===== src/verilog/soc_pkg.sv =====
package soc_pkg;

    localparam int addr_w = 32;
    localparam int data_w = 64;
    localparam int word_w = 32;

    typedef logic [addr_w-1:0] bus_addr_t;
    typedef logic [data_w-1:0] bus_data_t;

    // bit 2 set means zero-extended load
    typedef enum logic [2:0] {
        ls_b  = 3'b000,
        ls_h  = 3'b001,
        ls_w  = 3'b010,
        ls_d  = 3'b011,
        ls_bu = 3'b100,
        ls_hu = 3'b101,
        ls_wu = 3'b110
    } ls_type_e;

    // scratch ram
    localparam bus_addr_t ram_base  = 32'h0000_1000;
    localparam int        ram_words = 1024;
    localparam int        ram_idx_w = $clog2(ram_words);

    // bit 3 tells the two timer registers apart
    localparam bus_addr_t mtimecmp_addr  = 32'h0200_4000;
    localparam bus_addr_t mtime_addr     = 32'h0200_bff8;
    localparam bus_data_t mtimecmp_reset = 64'h0000_0000_8000_0000;

    // plic map
    localparam bus_addr_t plic_base           = 32'h0c00_0000;
    localparam bus_addr_t plic_pending_addr   = plic_base + 32'h0000_1000;
    localparam bus_addr_t plic_enable_addr    = plic_base + 32'h0000_2000;
    localparam bus_addr_t plic_threshold_addr = plic_base + 32'h0020_0000;
    localparam bus_addr_t plic_claim_addr     = plic_base + 32'h0020_0004;
    localparam bus_addr_t plic_ctx_stride_en  = 32'h0000_0080;
    localparam bus_addr_t plic_ctx_stride     = 32'h0000_1000;

    localparam int plic_sources = 6;
    localparam int prio_w       = 3;
    localparam int plic_src_id  = 1;   // the only wired source

endpackage


===== src/verilog/periph_bus_if.sv =====
interface periph_bus_if;
    import soc_pkg::*;

    logic      sel;
    logic      rd;     // level held until ack
    logic      wr;
    bus_addr_t addr;
    bus_data_t wdata;
    ls_type_e  ls_type;
    bus_data_t rdata;  // valid while ack is high
    logic      ack;    // one cycle

    modport target (
        input  sel, rd, wr, addr, wdata, ls_type,
        output rdata, ack
    );

    modport decoder (
        output sel, rd, wr, addr, wdata, ls_type,
        input  rdata, ack
    );

endinterface


===== src/verilog/machine_timer.sv =====
module machine_timer (
    input logic          CLOCK_50,
    input logic          KEY0,
    periph_bus_if.target bus
);
    import soc_pkg::*;

    bus_data_t mtime;
    bus_data_t mtimecmp;
    logic      active;

    assign active = bus.sel && (bus.rd || bus.wr) && !bus.ack;

    always_ff @(posedge CLOCK_50 or negedge KEY0) begin
        if (!KEY0) begin
            bus.ack  <= 1'b0;
            mtime    <= '0;
            mtimecmp <= mtimecmp_reset;
        end else begin
            bus.ack <= active;
            mtime   <= mtime + 1'b1;   // free running
            // writes to mtime (addr bit 3 high) are dropped
            if (active && bus.wr && !bus.addr[3])
                mtimecmp <= bus.wdata;
        end
    end

    always_ff @(posedge CLOCK_50) begin
        if (active && bus.rd)
            bus.rdata <= bus.addr[3] ? mtime : mtimecmp;
    end

endmodule


===== src/flat_wrapper.sv =====
// flat-port wrapper written by rule: the top's interface ports become plain ports
module machine_timer_flat import soc_pkg::*;
  (CLOCK_50, KEY0, bus_sel, bus_rd, bus_wr, bus_addr, bus_wdata, bus_ls_type, bus_rdata, bus_ack);
  periph_bus_if bus_i ();
  input logic CLOCK_50;
  input logic KEY0;
  input wire logic [$bits(bus_i.sel)-1:0] bus_sel;
  input wire logic [$bits(bus_i.rd)-1:0] bus_rd;
  input wire logic [$bits(bus_i.wr)-1:0] bus_wr;
  input wire logic [$bits(bus_i.addr)-1:0] bus_addr;
  input wire logic [$bits(bus_i.wdata)-1:0] bus_wdata;
  input wire logic [$bits(bus_i.ls_type)-1:0] bus_ls_type;
  output wire logic [$bits(bus_i.rdata)-1:0] bus_rdata;
  output wire logic [$bits(bus_i.ack)-1:0] bus_ack;
  assign bus_i.sel = bus_sel;
  assign bus_i.rd = bus_rd;
  assign bus_i.wr = bus_wr;
  assign bus_i.addr = bus_addr;
  assign bus_i.wdata = bus_wdata;
  assign bus_i.ls_type = bus_ls_type;
  assign bus_rdata = bus_i.rdata;
  assign bus_ack = bus_i.ack;
  machine_timer u_core (.CLOCK_50(CLOCK_50), .KEY0(KEY0), .bus(bus_i));
endmodule

===== config.mk =====
export PLATFORM = sky130hd
export DESIGN_NAME = machine_timer_flat
export DESIGN_NICKNAME = d
export VERILOG_FILES = /design/src/verilog/soc_pkg.sv /design/src/verilog/periph_bus_if.sv /design/src/verilog/machine_timer.sv /design/src/flat_wrapper.sv
export SDC_FILE = /design/constraint.sdc
export NUM_CORES = 1
export LEC_CHECK = 0
export ABC_AREA = 1
export BUFFER_PORTS_ARGS = -buffer_cell sky130_fd_sc_hd__buf_2
export CELL_PAD_IN_SITES_DETAIL_PLACEMENT = 0
export CELL_PAD_IN_SITES_GLOBAL_PLACEMENT = 1
export CORE_MARGIN = 5
export CORE_UTILIZATION = 43
export CTS_BUF_LIST = sky130_fd_sc_hd__clkbuf_4 sky130_fd_sc_hd__clkbuf_8
export DETAILED_ROUTE_END_ITERATION = 12
export PLACE_DENSITY = 0.9
export SKIP_LAST_GASP = 1
export SYNTH_ARGS = -nofsm -noshare
export SYNTH_HDL_FRONTEND = slang
export SYNTH_SLANG_ARGS = --single-unit
export TNS_END_PERCENT = 50

===== constraint.sdc =====
create_clock -name CLOCK_50 -period 4.6 [get_ports CLOCK_50]
set_input_delay 0.46 -clock CLOCK_50 [delete_from_list [all_inputs] [get_ports CLOCK_50]]
set_output_delay 0.46 -clock CLOCK_50 [all_outputs]
set_load 0.05 [all_outputs]

# After elaboration in Yosys (flattened, before gate mapping)
# Cells that the tools add are included.
[totals]
wordCells = 14
input_bits = 104
ff_bits = 193
out_inout_bits = 65
[classes]
n_reduce_logical = 8
add_sub_neg = 1
mux = 1
[ops]
columns = ["op", "n"]
rows = [
  ["$add A64 B1 Y64 const B", 1],
  ["$mux W64", 1],
  ["$logic_and A1 B1 Y1", 5],
  ["$logic_not A1 Y1", 2],
  ["$logic_or A1 B1 Y1", 1],
]

# Logic depth before layout (Yosys ltp)
# Gate-level depths: netlist (run 1).
[depth]
depth_word = 5
ltp_mapped = 9

# Worst setup path before layout (run 1)
# Ideal clock, no wire load.
[synth_timing]
path_type = "reg2reg"
start = "register u_core.bus.ack"
end = "register u_core.bus.rdata[0] (enable)"
path_stages_with_launch = 4
path_buffers = 0
required_time_ns = 4.113
arrival_ns = 3.493
path_slack_ns = 0.621
synth_period_minus_slack_ns = 3.979
path_cell_list = "dfrtp_1 > nor2_1 > inv_1 > nor2_1"
[synth_via]
elab_chain_len = 3
[synth_lines]
columns = ["element", "line_no", "text"]
rows = [
  ["from (decl)", "periph_bus_if.sv:15", "output rdata, ack"],
  ["from (signal assigned)", "machine_timer.sv:20", "bus.ack <= active;"],
  ["$logic_not A1 Y1", "machine_timer.sv:12", "assign active = bus.sel && (bus.rd || bus.wr) && !bus.ack;"],
  ["$logic_and A1 B1 Y1", "machine_timer.sv:12", ""],
  ["$logic_and A1 B1 Y1", "machine_timer.sv:29", "if (active && bus.rd)"],
  ["to (signal assigned)", "machine_timer.sv:30", "bus.rdata <= bus.addr[3] ? mtime : mtimecmp;"],
  ["to (decl)", "periph_bus_if.sv:15", ""],
]
# No other way between the ends.
# A chain may end at the register's enable or synchronous reset.

# Worst setup path in the final report (run 1)
[layout_timing]
start = "input bus_addr[3]"
end = "register u_core.mtimecmp[41]"
[layout_via]
elab_chain_len = 2
[layout_lines]
columns = ["element", "line_no", "text"]
rows = [
  ["from (decl)", "flat_wrapper.sv:10", "input wire logic [$bits(bus_i.addr)-1:0] bus_addr;"],
  ["$logic_not A1 Y1", "machine_timer.sv:23", "if (active && bus.wr && !bus.addr[3])"],
  ["$logic_and A1 B1 Y1", "machine_timer.sv:23", ""],
  ["to (signal assigned)", "machine_timer.sv:18", "mtimecmp <= mtimecmp_reset;"],
  ["to (signal assigned)", "machine_timer.sv:24", "mtimecmp <= bus.wdata;"],
  ["to (decl)", "machine_timer.sv:9", "bus_data_t mtimecmp;"],
]
# No other way between the ends.

==> results of run 1 <==
==> sequential cells by signal, summed over array words and instances, names as in the netlist <==
signal and cells:
u_core.mtimecmp 64, u_core.bus.ack 1, u_core.bus.rdata 64, u_core.mtime 64
==> how the worst min path moves through the flow <==
stage / startpoint / end / slack, ns / cells after the start
floorplan: KEY0 / u_core.bus.ack / 0.16 / 0
global placement: KEY0 / u_core.mtimecmp[2] / 0.35 / 1
detailed placement: KEY0 / u_core.mtimecmp[1] / 0.34 / 1
CTS: bus_wdata[0] / u_core.mtimecmp[0] / 0.20 / 2
global route: bus_wdata[43] / u_core.mtimecmp[43] / 0.20 / 2
finish: bus_wdata[33] / u_core.mtimecmp[33] / 0.22 / 2
==> stage by stage <==
| step | area, um2 | setup slack [ns] |
|---|---|---|
| global placement | 9690 | 2.04 |
| CTS | 10100 | 2.53 |
| finish | 10100 | 2.50 |
| floorplan | 8740 | 0.621 |
| detailed placement | 9690 | 2.03 |
| global route | 10100 | 2.33 |
==> layout make-up <==
cell class | instances | area (um2)
inverters | 81 | 304
repair buffers | 138 | 721
well taps | 270 | 338
flip-flops and latches | 193 | 5150
clock buffers | 22 | 284
multi-input cells | 644 | 3190
clock inverters | 10 | 103
fillers | 1907 | 10000
==> per-layer routing <==
layer / global-route usage (%) / wire [um] / part of all wire, %
met4: 4.92 / 325 / 1.6
met2: 29.3 / 9720 / 46
met1: 26.1 / 9770 / 47
met5: 0 / 0 / 0
met3: 3.44 / 1090 / 5.2
==> synth_stat cells (10+ instances only) <==
master / count / area (um2)
a21oi_1: 65 / 325
clkbuf_1: 13 / 48.8
dfrtp_1: 128 / 3200
edfxtp_1: 64 / 1920
inv_1: 81 / 304
mux2_2: 30 / 338
nand2_1: 227 / 852
nand2_2: 10 / 62.6
nand3_1: 13 / 65.1
nand4_1: 10 / 62.6
nor2_1: 179 / 672
o21ai_0: 38 / 190
o21ai_1: 16 / 80.1
xnor2_1: 20 / 175
xor2_1: 12 / 105
==> repair_timing <==
| item | in CTS | in global routing |
|---|---|---|
| hold buffers | 1 | 0 |
| setup buffers | 0 | 0 |
| hold endpoints to repair | 16 | 0 |
==> power by group <==
part	leakage [nW]	internal, mW	switching, mW
clock	0.195	0.483	0.609
sequential	2.22	1.94	0.0501
combinational	1.99	0.141	0.260
total	4.41	2.57	0.920
==> logic make-up after synthesis <==
kind of cell / Yosys count / synth area share, %
xor+xnor: 32 / 3.21
flops: 193 / 58.9
compound gates: 119 / 6.81
mux: 30 / 3.86
fa+ha+maj: 1 / 0.143
simple gates: 462 / 22.3
buf+inv: 105 / 4.75
==> impl_metrics.csv, run 1 <==
group,metric,value,unit
status,outcome,"complete, no violations",
timing,min_period,2.10,ns
detailed_routing,drt_iter0_markers,451,
floorplan,start_util,43.5,%
flow_run,drv_cap,0,
setup_path,r2r_start,"u_core.bus.ack",
pwr,p_leak,4.41,nW
grt,track_usage,18.4,%
setup_path,r2r.worst_path.cells,4,
synthesis,yosysSeqAreaShare,58.9,%
setup_path,critPathKind,"in2reg",
timing,clock.fmax,0.477,GHz
setup_path,worst_r2r_endpoint,"u_core.bus.rdata[23]",
floorplan,fp-row-count,52,
timing,slew_headroom,27.1,%
clocking,numCtsBuffers,17,
synthesis,ys_async_sr_fraction,66.8,%
setup_path,critPathCaptureType,"flip-flop",
clocking,clk_pin_slew,0.10,ns
timing,fin_skew,0.0125,ns
setup_path,cp-endpoint,"u_core.mtimecmp[41]",
setup_path,setup.worst_path.start,"bus_addr[3]",
timing,rsz0062_at_grt,"no",
floorplan,io_pins,169,
place,dp.cells,1325,
setup_path,crit_chain,"buf_4, nor2_1, nand2_4, mux2_2",
final_layout,final_cell_count_no_fill,1358,
detailed_routing,ant_nets,0,
clocking,cts_resized,0,
synthesis,syn_nets,1047,
clocking,h-tree-depth,4,
clocking,cts_sinks,193,
setup_path,start_kind,"input port",
detailed_routing,firstDrtPassIters,5,
synthesis,synth_ff_type,"dfrtp_1",
grt,grt_max_degree,114,
setup_path,path_buf_inv,1,
final_layout,syn2layout_area_growth,15.4,%
pwr,power.density,346,mW/mm2
grt,grt_first_pass_wirelength,34500,um
detailed_routing,vias,6509,
setup_path,crit_slowest_cell,"nand2_4",
setup_path,path_delay_family,"simple AND/OR/NAND/NOR gates",
floorplan,core,0.0201,mm2
final_layout,num-nets-final,1180,
detailed_routing,wire_per_inst,15.4,um
detailed_routing,wirelength,20900,um
synthesis,synth_cells,942,
place,portBuffers,134,
detailed_routing,detail_route.drc_violations,0,
setup_path,cp_max_fo,98,
setup_path,crit_cells,4,
final_layout,final_cell_mix,"nand2_1, nor2_1, buf_2, dfrtp_1, inv_1",
place,place_congestion,0.929,
synthesis,yosysWarnings,0,
floorplan,die_area,0.0233,mm2
synthesis,synth-seq-cells,193,
clocking,cts_buffer_depth,2,
pwr,finalPower,3.49,mW
timing,finalMaxSlewViolations,0,
place,hpwl,15300,um
setup_path,crit_required,4.94,ns
clocking,clk_latency,0.46,ns
timing,hold_viol_final,0,
detailed_routing,viasPerCell,4.79,
floorplan,die_x,153,um
synthesis,synth.avg_cell_area,9.28,um2
timing,tightest_slew,1.09,ns
setup_path,max_stage_delay,0.77,ns
timing,finalCritPeriodShare,45.6,%
final_layout,drive_above_1_share,21.4,%
grt,grt_overflow,0,
grt,antenna_found_initial,0,
synthesis,ys_types,25,
synthesis,syn_area,0.00874,mm2
clocking,cts_tree,"built",
pwr,irDropWorstVdd,0.163,mV
final_layout,post-route-util,50.2,%
clocking,root_buffer,"clkbuf_8",
worst_hold_path,hold_class,"in2reg",
setup_path,cp.arrival,2.44,ns
timing,tns,0,ns
floorplan,fp.dieH,153,um
setup_path,rrSetupSlack,2.67,ns
synthesis,synth_edf_count,64,
timing,setup_viol,0,
timing,hold_slack,0.224,ns
final_layout,n_antenna_cell,0,
final_layout,final_common_cell,"nand2_1",
grt,grt_pass1_vias,6590,
Power figures use the tool's default switching activity.
==> run 2: changes to the inputs <==
==> constraint.sdc (replaced) <==
create_clock -name CLOCK_50 -period 2.14 [get_ports CLOCK_50]
set_input_delay 0.214 -clock CLOCK_50 [delete_from_list [all_inputs] [get_ports CLOCK_50]]
set_output_delay 0.214 -clock CLOCK_50 [all_outputs]
set_load 0.05 [all_outputs]
==> impl_metrics.csv, run 2 (synthesis results as in run 1) <==
group,metric,value,unit
clocking,clk_latency,0.47,ns
floorplan,die_area,0.0233,mm2
final_layout,final_cell_mix,"nand2_1, nor2_1, buf_2, dfrtp_1, inv_1",
timing,tns,0,ns
setup_path,critPathKind,"reg2reg",
grt,antenna_found_initial,0,
final_layout,syn2layout_area_growth,24.2,%
setup_path,crit_required,2.50,ns
pwr,irDropWorstVdd,0.349,mV
flow_run,drv_cap,0,
setup_path,start_kind,"flip-flop",
status,outcome,"complete, no violations",
timing,tightest_slew,0.510,ns
setup_path,critPathCaptureType,"flip-flop",
clocking,cts_hold_buf,63,
floorplan,core,0.0201,mm2
final_layout,multiInputGateArea,0.00319,mm2
final_layout,seq_area,0.00515,mm2
timing,finalMaxSlewViolations,0,
detailed_routing,wire_per_inst,15.4,um
grt,grt_first_pass_wirelength,35500,um
timing,min_period,1.77,ns
pwr,power.density,722,mW/mm2
place,portBuffers,134,
clocking,cts_resized,0,
floorplan,start_util,43.5,%
detailed_routing,viasPerCell,4.74,
grt,grt_pass1_vias,6757,
timing,setup_viol,0,
place,place_congestion,0.942,
grt,track_usage,19.2,%
final_layout,top_regs,"u_core.bus.rdata x64, u_core.mtime x64, u_core.mtimecmp x64",
timing,setup_ws,0.367,ns
clocking,clk_pin_slew,0.10,ns
floorplan,die_x,153,um
clocking,cts_buffer_depth,2,
clocking,cts_setup_buffers,0,
pwr,p_leak,4.73,nW
floorplan,fp.dieH,153,um
detailed_routing,ant_nets,0,
grt,grt_overflow,0,
grt,grt_max_degree,129,
final_layout,nFillCells,1802,
detailed_routing,firstDrtPassIters,6,
detailed_routing,drt_iter0_markers,440,
floorplan,io_pins,169,
clocking,cts_tree,"built",
final_layout,num-nets-final,1247,
timing,slew_headroom,66.0,%
setup_path,cp_max_fo,8,
worst_hold_path,hold_class,"in2reg",
timing,clock.fmax,0.564,GHz
timing,finalCritPeriodShare,82.9,%
clocking,root_buffer,"clkbuf_8",
timing,hold_viol_final,0,
timing,fin_skew,0.0158,ns
clocking,cts_sinks,193,
final_layout,final_common_cell,"nand2_1",
detailed_routing,vias,6759,
setup_path,cp.arrival,2.13,ns
detailed_routing,wirelength,21900,um
floorplan,fp-row-count,52,
final_layout,drive_above_1_share,20.6,%
clocking,numCtsBuffers,17,
clocking,h-tree-depth,4,
place,hpwl,15800,um
final_layout,n_antenna_cell,0,
detailed_routing,detail_route.drc_violations,0,
place,place_worst_setup_slack,0.409,ns
timing,rsz0062_at_grt,"no",
[run 2: changes by cell type in the layout (fill, tap and decap cells not counted), sizes merged]
| cell | delta |
|---|---|
| dlygate4sd3 | +63 |
| buf | +4 |
| bufinv | +2 |
| clkinv | -3 |
| inv | +6 |
| clkbuf | -5 |
[run 2: layer usage]
layer,global-route usage [%],up-vias,wire [um]
met5,0,-,0
met4,4.92,0,333
met3,3.83,20,1020
met2,31.0,166,10400
met1,26.7,3153,10100
li1,-,3420,-
[run 2: final timing paths]
kind	start	cells after the start	endpoint	slack [ns]
hold reg to reg	u_core.mtimecmp[31]	2	u_core.mtimecmp[31]	0.48
hold / removal	bus_wdata[28]	3	u_core.mtimecmp[28]	0.04
min in group asynchronous	KEY0	2	u_core.mtimecmp[29]	0.25
max in group asynchronous	KEY0	3	u_core.mtime[52]	1.24
setup reg to reg	u_core.mtime[1]	8	u_core.mtime[40]	0.37
setup / recovery	u_core.mtime[1]	8	u_core.mtime[40]	0.37
[run 2: worst max-delay path, stage by stage, from the launching register on]
cell and delay (ns):
dfrtp_1 0.40, ha_1 0.27, inv_1 0.12, nor2_4 0.17
nand2_4 0.10, nor2_8 0.22, nand2_1 0.16, o21ai_1 0.16
nand2_1 0.06
[run 2: through the flow]
| stage | instances | hold slack [ns] | instance area, um2 | power, mW | util [%] |
|---|---|---|---|---|---|
| final | 1425 | 0.0370 | 10900 | 7.84 | 54.0 |
| after floorplan | 942 | -0.0816 | 8750 | 4.98 | - |
| after global placement | 1329 | 0.220 | 9790 | 5.23 | 48.7 |
| after CTS | 1424 | 0.0106 | 10800 | 7.91 | 53.9 |
| after global routing | 1425 | 0.0183 | 10900 | 8.20 | 54.0 |
| after detailed placement | 1329 | 0.219 | 9790 | 5.27 | 48.7 |
[run 2: final cells by class]
class	instances	share of cell area, %
clock buffers	17	2.16
well taps	270	3.11
repair buffers	205	13.3
inverters	81	2.80
clock inverters	15	1.76
flip-flops and latches	193	47.5
multi-input cells	644	29.4
[run 2: power by group]
group,leakage [nW],switching (mW),internal (mW)
logic,2.30,0.587,0.393
registers,2.21,0.111,4.17
clock network,0.211,1.38,1.19
total,4.73,2.08,5.76
==> run 3: changes to the inputs <==
==> constraint.sdc (replaced) <==
create_clock -name CLOCK_50 -period 1.65 [get_ports CLOCK_50]
set_input_delay 0.165 -clock CLOCK_50 [delete_from_list [all_inputs] [get_ports CLOCK_50]]
set_output_delay 0.165 -clock CLOCK_50 [all_outputs]
set_load 0.05 [all_outputs]
==> impl_metrics.csv, run 3 (synthesis results as in run 1) <==
group,metric,value,unit
place,place_congestion,0.931,
detailed_routing,viasPerCell,4.72,
timing,rsz0062_at_grt,"yes",
timing,tightest_slew,0.509,ns
place,hpwl,16300,um
pwr,p_leak,5.04,nW
timing,hold_viol_final,0,
floorplan,die_x,153,um
final_layout,final_common_cell,"nand2_1",
detailed_routing,drt_iter0_markers,458,
grt,grt_pass1_vias,6984,
detailed_routing,detail_route.drc_violations,0,
final_layout,multiInputGateArea,0.00325,mm2
worst_hold_path,hold_class,"in2async",
final_layout,drive_above_1_share,25.8,%
pwr,finalPower,9.79,mW
place,place_worst_setup_slack,0.0298,ns
grt,grt_overflow,0,
clocking,root_buffer,"clkbuf_8",
grt,grt_use_met2,31.4,%
timing,slew_headroom,66.1,%
flow_run,drv_cap,0,
final_layout,nFillCells,1820,
place,dp.cells,1375,
clocking,numCtsBuffers,17,
timing,finalMaxSlewViolations,0,
grt,grt_first_pass_wirelength,36200,um
clocking,cts_tree,"built",
timing,clock.fmax,0.626,GHz
floorplan,core,0.0201,mm2
clocking,clk_pin_slew,0.10,ns
final_layout,n_antenna_cell,0,
grt,grtUsageMet1,27.0,%
setup_path,cp.arrival,1.96,ns
clocking,h-tree-depth,4,
final_layout,seq_area,0.00515,mm2
floorplan,start_util,43.5,%
timing,tns,0,ns
clocking,cts_sinks,193,
clocking,clk_latency,0.47,ns
pwr,irDropWorstVdd,0.439,mV
floorplan,fp-row-count,52,
detailed_routing,vias,7006,
detailed_routing,wirelength,22300,um
final_layout,top_regs,"u_core.bus.rdata x64, u_core.mtime x64, u_core.mtimecmp x64",
floorplan,die_area,0.0233,mm2
final_layout,final_cell_count_no_fill,1485,
timing,finalCritPeriodShare,96.9,%
detailed_routing,ant_nets,0,
setup_path,cp_max_fo,5,
setup_path,start_kind,"flip-flop",
setup_path,crit_required,2.01,ns
floorplan,fp.dieH,153,um
clocking,cts_buffer_depth,2,
timing,setup_ws,0.0517,ns
detailed_routing,firstDrtPassIters,5,
timing,setup_viol,0,
grt,track_usage,19.5,%
grt,top_usage_layer,"met2",
grt,antenna_found_initial,0,
detailed_routing,wire_per_inst,15.0,um
status,outcome,"complete, no violations",
timing,fin_skew,0.0114,ns
place,portBuffers,134,
final_layout,num-nets-final,1307,
floorplan,io_pins,169,
grt,gr-usage-met3,4.40,%
final_layout,post-route-util,56.3,%
timing,min_period,1.60,ns
setup_path,critPathCaptureType,"flip-flop",
pwr,power.density,865,mW/mm2
setup_path,critPathKind,"reg2reg",
final_layout,syn2layout_area_growth,29.5,%
grt,grt_max_degree,129,
final_layout,final_cell_mix,"nand2_1, nor2_1, buf_2, dfrtp_1, inv_1",
-- run 3: cell types whose count changed in the layout (fill, tap and decap cells not counted), moves of 3 or more --
cell / change
buf_4: +57
nor2_1: -11
bufinv_16: -3
nor2_2: +9
dlygate4sd3_1: +3
clkinv_4: +6
inv_6: -4
nand2_1: -3
-- run 3: worst paths after layout --
check	from	to	slack [ns]	depth (start not counted)
max in group asynchronous	KEY0	u_core.mtime[29]	0.88	3
max	u_core.mtime[2]	u_core.mtime[43]	0.05	7
min	KEY0	u_core.mtimecmp[59]	0.13	2
min reg2reg	u_core.mtimecmp[31]	u_core.mtimecmp[31]	0.48	2
max reg2reg	u_core.mtime[2]	u_core.mtime[43]	0.05	7
min in group CLOCK_50	bus_rd	u_core.bus.rdata[32]	0.28	4
-- run 3: worst max-delay path: stages, from the launching register on --
cell	delay (ns)
dfrtp_1	0.45
nand2_2	0.09
nor2_4	0.17
nand2_4	0.12
nor2_2	0.13
nand2_1	0.23
o21ai_0	0.23
nand2_1	0.07
-- run 3: what timing repair did --
| item | 4_1_cts | 5_1_grt |
|---|---|---|
| hold buffers | 67 | 0 |
| pin swaps | 1 | 4 |
| endpoints found under the hold margin | 193 | 0 |
| endpoints found under the setup margin | 2 | 29 |
| gates cloned | 0 | 0 |
| setup buffers | 0 | 11 |
| gates resized for setup | 0 | 21 |
-- run 3: routing by layer --
layer	wire length [um]	up-vias
met4	308	0
met1	10300	3323
met5	0	-
li1	-	3539
met2	10800	126
met3	952	18
-- run 3: per-stage QoR --
step | cell area [um2] | hold WS, ns
after floorplan | 8750 | -0.131
after global placement | 10100 | 0.0907
after detailed placement | 10100 | 0.0921
after CTS | 11200 | 0.124
after global routing | 11300 | 0.118
final | 11300 | 0.131
-- run 3: report_power, final --
| part | leakage (nW) | internal [mW] | switching (mW) |
|---|---|---|---|
| clock network | 0.185 | 1.14 | 1.81 |
| logic | 2.64 | 0.520 | 0.764 |
| registers | 2.21 | 5.41 | 0.145 |
| total | 5.04 | 7.07 | 2.72 |
-- run 3: layout make-up --
type	instances	area share (%)
well taps	270	2.98
flip-flops and latches	193	45.5
repair buffers	265	16.8
multi-input cells	644	28.7
inverters	81	2.69
clock inverters	14	1.11
clock buffers	18	2.19
