`config.mk`:
```
export PLATFORM = sky130hd
export DESIGN_NAME = bus_decoder_flat
export DESIGN_NICKNAME = d
export VERILOG_FILES = /design/src/verilog/soc_pkg.sv /design/src/verilog/periph_bus_if.sv /design/src/verilog/bus_decoder.sv /design/src/flat_wrapper.sv
export SDC_FILE = /design/constraint.sdc
export NUM_CORES = 1
export LEC_CHECK = 0
export BUFFER_PORTS_ARGS = -buffer_cell sky130_fd_sc_hd__buf_2
export CORE_AREA = 4 4 256 258
export CTS_BUF_LIST = sky130_fd_sc_hd__clkbuf_16
export DETAILED_ROUTE_END_ITERATION = 10
export DIE_AREA = 0 0 260 262
export SYNTH_ARGS = -nofsm -noshare
export SYNTH_HDL_FRONTEND = slang
export SYNTH_SLANG_ARGS = --single-unit
```
`constraint.sdc`:
```
create_clock -name CLOCK_50 -period 2.1 [get_ports CLOCK_50]
set_clock_uncertainty 0.05 [all_clocks]
set_input_delay 0.42 -clock CLOCK_50 [delete_from_list [all_inputs] [get_ports CLOCK_50]]
set_output_delay 0.42 -clock CLOCK_50 [all_outputs]
set_load 0.02 [all_outputs]
```
`src/verilog/soc_pkg.sv`:
```
package soc_pkg;

    localparam int addr_w = 32;
    localparam int data_w = 64;
    localparam int word_w = 32;

    typedef logic [addr_w-1:0] bus_addr_t;
    typedef logic [data_w-1:0] bus_data_t;

    // bit 2 set means zero-extended load
    typedef enum logic [2:0] {
        ls_b  = 3'b000,
        ls_h  = 3'b001,
        ls_w  = 3'b010,
        ls_d  = 3'b011,
        ls_bu = 3'b100,
        ls_hu = 3'b101,
        ls_wu = 3'b110
    } ls_type_e;

    // scratch ram
    localparam bus_addr_t ram_base  = 32'h0000_1000;
    localparam int        ram_words = 1024;
    localparam int        ram_idx_w = $clog2(ram_words);

    // bit 3 tells the two timer registers apart
    localparam bus_addr_t mtimecmp_addr  = 32'h0200_4000;
    localparam bus_addr_t mtime_addr     = 32'h0200_bff8;
    localparam bus_data_t mtimecmp_reset = 64'h0000_0000_8000_0000;

    // plic map
    localparam bus_addr_t plic_base           = 32'h0c00_0000;
    localparam bus_addr_t plic_pending_addr   = plic_base + 32'h0000_1000;
    localparam bus_addr_t plic_enable_addr    = plic_base + 32'h0000_2000;
    localparam bus_addr_t plic_threshold_addr = plic_base + 32'h0020_0000;
    localparam bus_addr_t plic_claim_addr     = plic_base + 32'h0020_0004;
    localparam bus_addr_t plic_ctx_stride_en  = 32'h0000_0080;
    localparam bus_addr_t plic_ctx_stride     = 32'h0000_1000;

    localparam int plic_sources = 6;
    localparam int prio_w       = 3;
    localparam int plic_src_id  = 1;   // the only wired source

endpackage

```
`src/verilog/periph_bus_if.sv`:
```
interface periph_bus_if;
    import soc_pkg::*;

    logic      sel;
    logic      rd;     // level held until ack
    logic      wr;
    bus_addr_t addr;
    bus_data_t wdata;
    ls_type_e  ls_type;
    bus_data_t rdata;  // valid while ack is high
    logic      ack;    // one cycle

    modport target (
        input  sel, rd, wr, addr, wdata, ls_type,
        output rdata, ack
    );

    modport decoder (
        output sel, rd, wr, addr, wdata, ls_type,
        input  rdata, ack
    );

endinterface

```
`src/verilog/bus_decoder.sv`:
```
module bus_decoder (
    input  logic                 CLOCK_50,
    input  logic                 KEY0,
    input  soc_pkg::bus_addr_t   bus_address,
    input  soc_pkg::bus_data_t   bus_write_data,
    input  soc_pkg::ls_type_e    bus_ls_type,
    input  logic                 bus_read_enable,
    input  logic                 bus_write_enable,
    output soc_pkg::bus_data_t   bus_read_data,
    output logic                 bus_read_done,
    output logic                 bus_write_done,
    periph_bus_if.decoder        ram_bus,
    periph_bus_if.decoder        timer_bus,
    periph_bus_if.decoder        plic_bus
);
    import soc_pkg::*;

    logic      ram_sel;
    logic      timer_sel;
    logic      prio_hit;
    logic      plic_sel;
    logic      none_sel;
    logic      unm_ack;
    logic      ack_any;
    bus_data_t rdata_mux;

    assign ram_sel   = (bus_address >= ram_base) &&
                       (bus_address < ram_base + bus_addr_t'(4 * ram_words));
    assign timer_sel = (bus_address == mtime_addr) || (bus_address == mtimecmp_addr);
    assign prio_hit  = (bus_address >= plic_base) &&
                       (bus_address < plic_base + bus_addr_t'(4 * plic_sources));
    assign plic_sel  = prio_hit
                    || (bus_address == plic_pending_addr)
                    || (bus_address == plic_enable_addr)
                    || (bus_address == plic_enable_addr + plic_ctx_stride_en)
                    || (bus_address == plic_threshold_addr)
                    || (bus_address == plic_threshold_addr + plic_ctx_stride)
                    || (bus_address == plic_claim_addr)
                    || (bus_address == plic_claim_addr + plic_ctx_stride);
    assign none_sel  = !(ram_sel || timer_sel || plic_sel);

    // every peer sees the same request and only sel tells them apart
    assign ram_bus.sel       = ram_sel;
    assign ram_bus.rd        = ram_sel && !bus_read_done;
    assign ram_bus.wr        = ram_sel && !bus_write_done;
    assign ram_bus.addr      = bus_address;
    assign ram_bus.wdata     = bus_write_data;
    assign ram_bus.ls_type   = bus_ls_type;

    assign timer_bus.sel     = timer_sel;
    assign timer_bus.rd      = timer_sel && !bus_read_done;
    assign timer_bus.wr      = timer_sel && !bus_write_done;
    assign timer_bus.addr    = bus_address;
    assign timer_bus.wdata   = bus_write_data;
    assign timer_bus.ls_type = bus_ls_type;

    assign plic_bus.sel      = plic_sel;
    assign plic_bus.rd       = plic_sel && !bus_read_done;
    assign plic_bus.wr       = plic_sel && !bus_write_done;
    assign plic_bus.addr     = bus_address;
    assign plic_bus.wdata    = bus_write_data;
    assign plic_bus.ls_type  = bus_ls_type;

    assign ack_any = ram_bus.ack || timer_bus.ack || plic_bus.ack || unm_ack;

    always_comb begin
        if (ram_sel)
            rdata_mux = ram_bus.rdata;
        else if (timer_sel)
            rdata_mux = timer_bus.rdata;
        else if (plic_sel)
            rdata_mux = plic_bus.rdata;
        else
            rdata_mux = '0;   // unmapped reads back zero
    end

    // unmapped responder answers one cycle after done drops
    always_ff @(posedge CLOCK_50 or negedge KEY0) begin
        if (!KEY0) begin
            unm_ack <= 1'b0;
        end else begin
            unm_ack <= none_sel && !(bus_read_done && bus_write_done) && !unm_ack;
        end
    end

    always_ff @(posedge CLOCK_50 or negedge KEY0) begin
        if (!KEY0) begin
            bus_read_done  <= 1'b1;
            bus_write_done <= 1'b1;
            bus_read_data  <= '0;
        end else begin
            if (ack_any) begin
                if (!bus_read_done) begin
                    bus_read_done <= 1'b1;
                    bus_read_data <= rdata_mux;
                end
                if (!bus_write_done)
                    bus_write_done <= 1'b1;
            end
            if (bus_read_enable && bus_read_done)
                bus_read_done <= 1'b0;    // ignored while busy
            if (bus_write_enable && bus_write_done)
                bus_write_done <= 1'b0;
        end
    end

endmodule

```
`src/flat_wrapper.sv`:
```
// flat-port wrapper written by rule: the top's interface ports become plain ports
module bus_decoder_flat import soc_pkg::*;
  (CLOCK_50, KEY0, bus_address, bus_write_data, bus_ls_type, bus_read_enable, bus_write_enable, bus_read_data, bus_read_done, bus_write_done, ram_bus_sel, ram_bus_rd, ram_bus_wr, ram_bus_addr, ram_bus_wdata, ram_bus_ls_type, ram_bus_rdata, ram_bus_ack, timer_bus_sel, timer_bus_rd, timer_bus_wr, timer_bus_addr, timer_bus_wdata, timer_bus_ls_type, timer_bus_rdata, timer_bus_ack, plic_bus_sel, plic_bus_rd, plic_bus_wr, plic_bus_addr, plic_bus_wdata, plic_bus_ls_type, plic_bus_rdata, plic_bus_ack);
  periph_bus_if ram_bus_i ();
  periph_bus_if timer_bus_i ();
  periph_bus_if plic_bus_i ();
  input  logic CLOCK_50;
  input  logic KEY0;
  input  soc_pkg::bus_addr_t bus_address;
  input  soc_pkg::bus_data_t bus_write_data;
  input  soc_pkg::ls_type_e bus_ls_type;
  input  logic bus_read_enable;
  input  logic bus_write_enable;
  output soc_pkg::bus_data_t bus_read_data;
  output logic bus_read_done;
  output logic bus_write_done;
  output wire logic [$bits(ram_bus_i.sel)-1:0] ram_bus_sel;
  output wire logic [$bits(ram_bus_i.rd)-1:0] ram_bus_rd;
  output wire logic [$bits(ram_bus_i.wr)-1:0] ram_bus_wr;
  output wire logic [$bits(ram_bus_i.addr)-1:0] ram_bus_addr;
  output wire logic [$bits(ram_bus_i.wdata)-1:0] ram_bus_wdata;
  output wire logic [$bits(ram_bus_i.ls_type)-1:0] ram_bus_ls_type;
  input wire logic [$bits(ram_bus_i.rdata)-1:0] ram_bus_rdata;
  input wire logic [$bits(ram_bus_i.ack)-1:0] ram_bus_ack;
  output wire logic [$bits(timer_bus_i.sel)-1:0] timer_bus_sel;
  output wire logic [$bits(timer_bus_i.rd)-1:0] timer_bus_rd;
  output wire logic [$bits(timer_bus_i.wr)-1:0] timer_bus_wr;
  output wire logic [$bits(timer_bus_i.addr)-1:0] timer_bus_addr;
  output wire logic [$bits(timer_bus_i.wdata)-1:0] timer_bus_wdata;
  output wire logic [$bits(timer_bus_i.ls_type)-1:0] timer_bus_ls_type;
  input wire logic [$bits(timer_bus_i.rdata)-1:0] timer_bus_rdata;
  input wire logic [$bits(timer_bus_i.ack)-1:0] timer_bus_ack;
  output wire logic [$bits(plic_bus_i.sel)-1:0] plic_bus_sel;
  output wire logic [$bits(plic_bus_i.rd)-1:0] plic_bus_rd;
  output wire logic [$bits(plic_bus_i.wr)-1:0] plic_bus_wr;
  output wire logic [$bits(plic_bus_i.addr)-1:0] plic_bus_addr;
  output wire logic [$bits(plic_bus_i.wdata)-1:0] plic_bus_wdata;
  output wire logic [$bits(plic_bus_i.ls_type)-1:0] plic_bus_ls_type;
  input wire logic [$bits(plic_bus_i.rdata)-1:0] plic_bus_rdata;
  input wire logic [$bits(plic_bus_i.ack)-1:0] plic_bus_ack;
  assign ram_bus_sel = ram_bus_i.sel;
  assign ram_bus_rd = ram_bus_i.rd;
  assign ram_bus_wr = ram_bus_i.wr;
  assign ram_bus_addr = ram_bus_i.addr;
  assign ram_bus_wdata = ram_bus_i.wdata;
  assign ram_bus_ls_type = ram_bus_i.ls_type;
  assign ram_bus_i.rdata = ram_bus_rdata;
  assign ram_bus_i.ack = ram_bus_ack;
  assign timer_bus_sel = timer_bus_i.sel;
  assign timer_bus_rd = timer_bus_i.rd;
  assign timer_bus_wr = timer_bus_i.wr;
  assign timer_bus_addr = timer_bus_i.addr;
  assign timer_bus_wdata = timer_bus_i.wdata;
  assign timer_bus_ls_type = timer_bus_i.ls_type;
  assign timer_bus_i.rdata = timer_bus_rdata;
  assign timer_bus_i.ack = timer_bus_ack;
  assign plic_bus_sel = plic_bus_i.sel;
  assign plic_bus_rd = plic_bus_i.rd;
  assign plic_bus_wr = plic_bus_i.wr;
  assign plic_bus_addr = plic_bus_i.addr;
  assign plic_bus_wdata = plic_bus_i.wdata;
  assign plic_bus_ls_type = plic_bus_i.ls_type;
  assign plic_bus_i.rdata = plic_bus_rdata;
  assign plic_bus_i.ack = plic_bus_ack;
  bus_decoder u_core (.CLOCK_50(CLOCK_50), .KEY0(KEY0), .bus_address(bus_address), .bus_write_data(bus_write_data), .bus_ls_type(bus_ls_type), .bus_read_enable(bus_read_enable), .bus_write_enable(bus_write_enable), .bus_read_data(bus_read_data), .bus_read_done(bus_read_done), .bus_write_done(bus_write_done), .ram_bus(ram_bus_i), .timer_bus(timer_bus_i), .plic_bus(plic_bus_i));
endmodule
```
### After elaboration in Yosys (flattened, before gate mapping)

Index checks and enable logic that the tools add are counted.

* input bits: 298
* register bits after elaboration: 67

* multiplexer cells: 6
* $lt $le $gt $ge: 4
* bitwise operators: 1
* equality and inequality tests: 9
* reductions and logical operators: 34

Operators with widths (count)
* 32-bit by 28-bit == test with 1-bit output, second input constant: 7
* 64-bit 2-to-1 mux: 3
* 32-bit by 26-bit == test with 1-bit output, second input constant: 2
* 32-bit by 13-bit greater-or-equal comparator with 1-bit output, second input constant: 1
* 32-bit by 28-bit greater-or-equal comparator with 1-bit output, second input constant: 1
* 32-bit by 14-bit less-than comparator with 1-bit output, second input constant: 1
* 32-bit by 28-bit less-than comparator with 1-bit output, second input constant: 1
* 1-bit logical AND: 13
* 1-bit logical OR: 13
* 1-bit zero test: 5
* 2-bit nonzero test: 2
* 1-bit 2-to-1 mux: 3
* 2-bit AND reduction: 1
* 1-bit NOT: 1

### Longest topological paths before layout

Gate-level depths: netlist of run 1.

* depth after elaboration: 13
* mapped depth: 7
* gate-level depth less buffers: 5

### Worst setup path before layout of run 1

No wires, ideal clock.

* path kind: input -> output
* from: input port bus_address[19]
* to: output port timer_bus_rd
* path slack: -0.158 ns
* data required time: 1.630 ns
* arrival time: 1.788 ns
* buffers on the path: 2
* stages on the path: 6
* cells stage by stage: nor4_2 and4_1 buf_2 buf_2 nand3_1 nor2_1

* longest elaborated chain between the ends: 3
* elaborated cells on any way between the ends: 4
* classes of those cells: eq/ne: 2; reduce/logical: 2

RTL lines
* from (decl): RTL line flat_wrapper.sv:9 `input soc_pkg::bus_addr_t bus_address;`
* 32-bit by 26-bit == test with 1-bit output: RTL line bus_decoder.sv:29 `assign timer_sel = (bus_address == mtime_addr) || (bus_address == mtimecmp_addr);`
* 1-bit logical OR *: RTL line bus_decoder.sv:29
* 1-bit logical AND *: RTL line bus_decoder.sv:51 `assign timer_bus.rd = timer_sel && !bus_read_done;`
* to (decl): RTL line flat_wrapper.sv:26 `output wire logic [$bits(timer_bus_i.rd)-1:0] timer_bus_rd;`

Every way passes the cells marked *; elsewhere a longest branch is shown, timed or not.

### Worst setup path in the final report of run 1

* from: input port bus_address[14]
* to: output port timer_bus_rd

The elaborated chain is that of the path after synthesis.

==> qor.csv, run 1 <==
metric,value,unit
buffers added on ports,401,
Max Cap Viol,0,
H-tree Lvls,3,
Initial Utilization,10.9,%
dominant cell by count in the synthesized netlist,buf_4,
VDD IR-drop max,385,uV
leakage power,0.00378,uW
Cells after Synth,800,
final hold viol count,0,
Max Slew Vio Count,0,
Clock Pin Slew Worst Setup and Hold Paths,0.07,ns
crit-path cells,buf_2 > and4b_1 > nand3_2 > o32ai_4 > nand3_2 > buf_6 > nor2_4 > buf_6,
post-synthesis sequential area ratio,24.4,%
Finished Core Util,14.5,%
share of cells above drive strength 1,65.2,%
hpwl dp,24100,um
status,finished with violations,
placer's final routability congestion estimate,0.791,
Period minus WS final,2.23,ns
RSZ-0062 raised after global routing,true,
DIE AREA,68100,um2
area grow syn2layout,33.2,%
post-synth cell types,34,
top cell type's share of synthesized area,33.0,%
WS Path Type,primary input to output pin,
CTS root buffer,clkbuf_16,
syn avg cell area,8.59,um2
Psw,2020,uW
number of synthesized flops with an enable pin,0,
mapped cell area,6870,um2
# IOs,670,
final setup vio count,8,
synth top area cells,"buf_4 (33%), dfrtp_1 (24%), a211oi_2 (11%)",
vias,6574,
Final ANT Viol Nets,0,
GRT overflow,0,
Post-Route Hold Slack,0.128,ns
Synth area leader,buf_4,
critical path peak fanout,4,
DRC,0,
Avg WL per Cell,18.1,um
sw frac,36.9,%
vias in the first global route,6588,
WP buf/inv,3,
Ys Warns,0,
Commonest cells post-synth,"buf_4 (302), nor2_1 (75), nand3_1 (68)",
Critical Path AT,1.76,ns
Vias/cell,3.64,
final worst setup slack,-0.131,ns
Rel. slew slack,57.5,%
Finished Layout Cells,1805,
Slowest cell on crit path,o32ai_4,
Routed WL,32700,um
Clock power frac,34.0,%
share of total power in combinational logic,35.6,%
Final Cycle Share,106,%
fmax,0.448,GHz
pre-CTS WS,-0.370,ns
pwr/cell area,599,nW/um2
Mapped Nets,1098,
multi-input logic area,2880,um2
DP Cell Count,1768,
initial antenna violation count,1,
TritonRoute pass-1 iters,4,
worst-margin pin slew,0.637,ns
CTS tree,built,
CP Data Required Time,1.63,ns
Crit. End Element,output pin,
top_reg_cell synth,dfrtp_1,
CTS Sinks,67,
register area,1680,um2
critical path launch point type,primary input,
Chip Width,260,um
CP top delay family,simple AND/OR/NAND/NOR gates,
Flop pwr share,30.4,%
site row count,92,
Filler Cells Inserted,7174,
largest net degree at the start of global routing,47,
core area,63000,um2
# nets final,1251,
Worst path max stage delay,0.29,ns
first-pass GRT wire length,43100,um
DRT iter0 DRCs,306,
failing checks,setup timing,
gr usage total,8.70,%
Async SR Flop Fraction,100,%
Hold Crit Class,primary input to flop,
Die H,262,um
clock buffer depth,2,
"FF+latch count, synth",67,
Skew-Pair Late Insertion Delay,0.37,ns
P_int,3460,uW
cts bufs inserted,9,
-- area by class of cell --
cell class	count	area share [%]
timing repair buffer	502	34.7
multi-input combinational	370	31.4
sequential	67	18.3
tap	846	11.6
clock buffer	9	2.46
clock inverter	7	1.28
inverter	3	0.178
antenna	1	0.0273
-- stage by stage --
| step | TNS, ns | power (uW) | area [um2] |
|---|---|---|---|
| 2_1_floorplan | -0.0394 | 3360 | 6900 |
| 3_3_place_gp | -21.64 | 3590 | 8220 |
| 3_5_place_dp | -21.82 | 3600 | 8220 |
| 4_1_cts | -0.479 | 5600 | 8930 |
| 5_1_grt | -0.959 | 5800 | 9160 |
| 6_report | -0.565 | 5480 | 9160 |
-- sequential cells by signal (all words and copies together), names as in the netlist --
name / cells
u_core.unm_ack: 1
u_core.bus_read_done: 1
u_core.bus_read_data: 64
u_core.bus_write_done: 1
-- per-layer routing --
metal	vias up	GRT usage (%)	wire length [um]
met5	-	0	0
li1	2877	-	-
met2	463	14.8	15900
met3	113	3.31	3140
met1	3121	8.85	11700
met4	0	6.09	2050
-- placed cells by master (no fill, tap or decap), drive strengths merged, types with 3 or more instances in the layout --
cell    count
a21oi       4
and4        3
a211oi     65
nor3       67
clkbuf     12
nand3      68
nor2       75
a41oi      64
bufinv      3
dfrtp      65
nor4        7
buf       497
nand2       3
inv         3
-- power by group through the flow --
stage / clock network [uW] / registers (uW) / logic, uW
2_1_floorplan: 0 / 1950 / 1410
3_3_place_gp: 0 / 1690 / 1910
3_5_place_dp: 0 / 1680 / 1920
4_1_cts: 1990 / 1670 / 1950
5_1_grt: 2020 / 1690 / 2090
6_report: 1870 / 1670 / 1950
-- cell families (layout without fill, tap and decap cells) --
family                 Yosys count  count (layout)  synth area share (%)
AOI/OAI and AO/OA              137             137                  20.5
buffers and inverters          363             521                  37.8
DFF                             67              67                  24.4
other                            0               1                     0
and+or+nand+nor                233             233                  17.3
-- final timing paths --
check,slack [ns],depth (start not counted),endpoint,startpoint
max,-0.13,8,timer_bus_rd,bus_address[14]
min,0.13,2,u_core.bus_read_done$_DFFE_PN1P_,bus_read_enable
max reg2reg,0.17,6,u_core.bus_read_data[50]$_DFFE_PN0P_,u_core.unm_ack$_DFF_PN0_
min reg2reg,0.52,2,u_core.bus_read_data[15]$_DFFE_PN0P_,u_core.bus_read_data[15]$_DFFE_PN0P_
max in group asynchronous,0.99,3,u_core.bus_read_data[25]$_DFFE_PN0P_,KEY0
min in group asynchronous,0.42,2,u_core.bus_read_data[58]$_DFFE_PN0P_,KEY0
-- what timing repair did --
| item | 4_1_cts | 5_1_grt |
|---|---|---|
| setup endpoints to repair | 9 | 24 |
| pin swaps | 17 | 3 |
| setup buffers | 13 | 2 |
| resized for setup | 53 | 26 |
| hold buffers | 1 | 0 |
| gates cloned | 1 | 3 |
| endpoints found under the hold margin | 14 | 0 |
Power figures use the tool's default switching activity.
==> inputs of run 2 (changes only) <==
--- a/config.mk
+++ b/config.mk
@@ -7,7 +7,7 @@
 export LEC_CHECK = 0
 export BUFFER_PORTS_ARGS = -buffer_cell sky130_fd_sc_hd__buf_2
 export CORE_AREA = 4 4 256 258
-export CTS_BUF_LIST = sky130_fd_sc_hd__clkbuf_16
+export CTS_BUF_LIST = sky130_fd_sc_hd__clkbuf_4 sky130_fd_sc_hd__clkbuf_8
 export DETAILED_ROUTE_END_ITERATION = 10
 export DIE_AREA = 0 0 260 262
 export SYNTH_ARGS = -nofsm -noshare
==> qor.csv, run 2 (synthesis gave the netlist of run 1 again) <==
metric,value,unit,change
leakage power,0.00370,uW,-2.1%
Slowest cell on crit path,and4b_1,,
CTS tree,built,,
Hold Path Depth,2,,unchanged
Worst Hold Path EP,u_core.bus_write_done$_DFFE_PN1P_,,
worst-margin pin slew,0.671,ns,+0.0343 ns
first-pass GRT wire length,43100,um,about the same
reg2reg path depth,6,,unchanged
vias,6522,,-0.79%
clock buffer depth,2,,unchanged
status,finished with violations,,
Vias/cell,3.62,,-0.74%
failing checks,setup timing,,
WP depth,8,,unchanged
site row count,92,,unchanged
"most common cell after layout, fill and taps aside",buf_2,,
RSZ-0062 raised after global routing,true,,
critical path peak fanout,4,,unchanged
area grow syn2layout,30.5,%,
DRT iter0 DRCs,270,,-12%
final hold viol count,0,,unchanged
final setup vio count,9,,+1
Worst R2R End,u_core.bus_read_data[55]$_DFFE_PN0P_,,
Rel. slew slack,55.2,%,-2.3 points
core area,63000,um2,unchanged
crit-path cells,buf_2 > and4b_1 > nand3_2 > o32ai_4 > nand3_2 > buf_6 > nor2_4 > buf_6,,
hpwl dp,24100,um,unchanged
H-tree Lvls,3,,unchanged
Clock Pin Slew Worst Setup and Hold Paths,0.08,ns,about the same
WL met3,3110,um,-0.73%
Period minus WS final,2.22,ns,-0.0136 ns
cts bufs inserted,9,,unchanged
reg2reg setup slack,0.15,ns,-0.02 ns
Final ANT Viol Nets,0,,unchanged
gr usage total,8.70,%,about the same
# nets final,1249,,-0.16%
Final Cycle Share,106,%,-0.65 points
CTS root buffer,clkbuf_8,,
Routed WL,31500,um,-3.8%
Crit. End Element,output pin,,
GRT overflow,0,,unchanged
Worst path max stage delay,0.28,ns,about the same
Skew-Pair Late Insertion Delay,0.41,ns,+0.04 ns
buffers added on ports,401,,unchanged
WS Path Type,primary input to output pin,,
Max Slew Vio Count,0,,unchanged
TritonRoute pass-1 iters,5,,+1
Hold Crit Class,primary input to flop,,
Routed met2 length,15300,um,-3.5%
largest net degree at the start of global routing,47,,unchanged
Critical Path AT,1.75,ns,about the same
initial antenna violation count,2,,+1
Avg WL per Cell,17.4,um,-3.8%
setup_tns,-0.513,ns,+0.0525 ns
Max Cap Viol,0,,unchanged
CP top delay family,simple AND/OR/NAND/NOR gates,,
vias in the first global route,6590,,+0.030%
Post-Route M1 WL,11100,um,-4.7%
Die H,262,um,unchanged
Chip Width,260,um,unchanged
VDD IR-drop max,318,uV,-18%
Top reg by flops,u_core.bus_read_data,,
# IOs,670,,unchanged
WP buf/inv,3,,unchanged
fmax,0.451,GHz,+0.61%
CTS Sinks,67,,unchanged
share of cells above drive strength 1,65.1,%,-0.18 points
FF-to-FF Start,u_core.unm_ack$_DFF_PN0_,,
DIE AREA,68100,um2,unchanged
"Design Area, Final",8970,um2,-2.0%
Finished Core Util,14.2,%,-0.29 points
max reg flops,64,,unchanged
Initial Utilization,10.9,%,unchanged
dpl cell area,8220,um2,unchanged
"commonest non-fill, non-tap cells in the layout","buf_2 (383), buf_4 (79), nor2_1 (67)",,
placer's final routability congestion estimate,0.791,,unchanged
HP Start,bus_write_enable,,
critical path launch point type,primary input,,
Total Power,5080,uW,-7.4%
DRC,0,,unchanged
pwr/cell area,566,nW/um2,-5.5%
CP Data Required Time,1.63,ns,about the same
Post-Route Hold Slack,0.0988,ns,-0.0292 ns
max layer used,met4,,
final worst setup slack,-0.118,ns,+0.0136 ns
==> run 2: worst register-to-register path, cell delays in order (launching register included) <==
cell	delay, ns
dfrtp_1	0.41
or4_4	0.45
nand2b_4	0.14
a41o_2	0.15
buf_12	0.21
a41oi_1	0.21
a211oi_2	0.24
==> run 2: worst max-delay path by stage <==
| stage | startpoint | endpoint | slack [ns] |
|---|---|---|---|
| finish | bus_address[14] | timer_bus_rd | -0.12 |
| floorplan | bus_address[19] | ram_bus_rd | -0.02 |
| global placement | bus_address[19] | plic_bus_wr | -0.39 |
| detailed placement | bus_address[19] | ram_bus_rd | -0.37 |
| CTS | bus_address[31] | timer_bus_rd | -0.11 |
| global route | bus_address[2] | timer_bus_rd | -0.16 |
==> run 2: report_power, final <==
group	switching (uW)	internal, uW
combinational	1170	779
sequential	142	1520
clock	658	804
==> run 2: area by class of cell <==
| cell class | count | area, um2 |
|---|---|---|
| fillers | 7190 | 54000 |
| repair buffers | 500 | 3100 |
| multi-input cells | 370 | 2870 |
| flip-flops and latches | 67 | 1680 |
| well taps | 846 | 1060 |
| clock buffers | 10 | 131 |
| clock inverters | 6 | 114 |
| inverters | 3 | 16.3 |
| diodes | 2 | 5.00 |
==> run 2: repair_timing <==
action	CTS	global route
endpoints found under the hold margin	15	0
gates cloned	1	0
gates resized for setup	53	21
setup buffers	13	2
pin swaps	17	2
endpoints found under the setup margin	9	10
hold buffers	2	0
==> run 2: per-stage QoR <==
| stage | instances | worst slack [ns] |
|---|---|---|
| final | 1804 | -0.118 |
| after global routing | 1804 | -0.164 |
| after CTS | 1800 | -0.112 |
| after detailed placement | 1768 | -0.370 |
| after global placement | 1768 | -0.387 |
| after floorplan | 800 | -0.0155 |
==> run 2: routing by layer <==
metal  GRT usage, %  up-vias
met5              0        -
met4           6.09        0
met3           3.31      106
met2           14.8      431
met1           8.84     3114
li1               -     2871
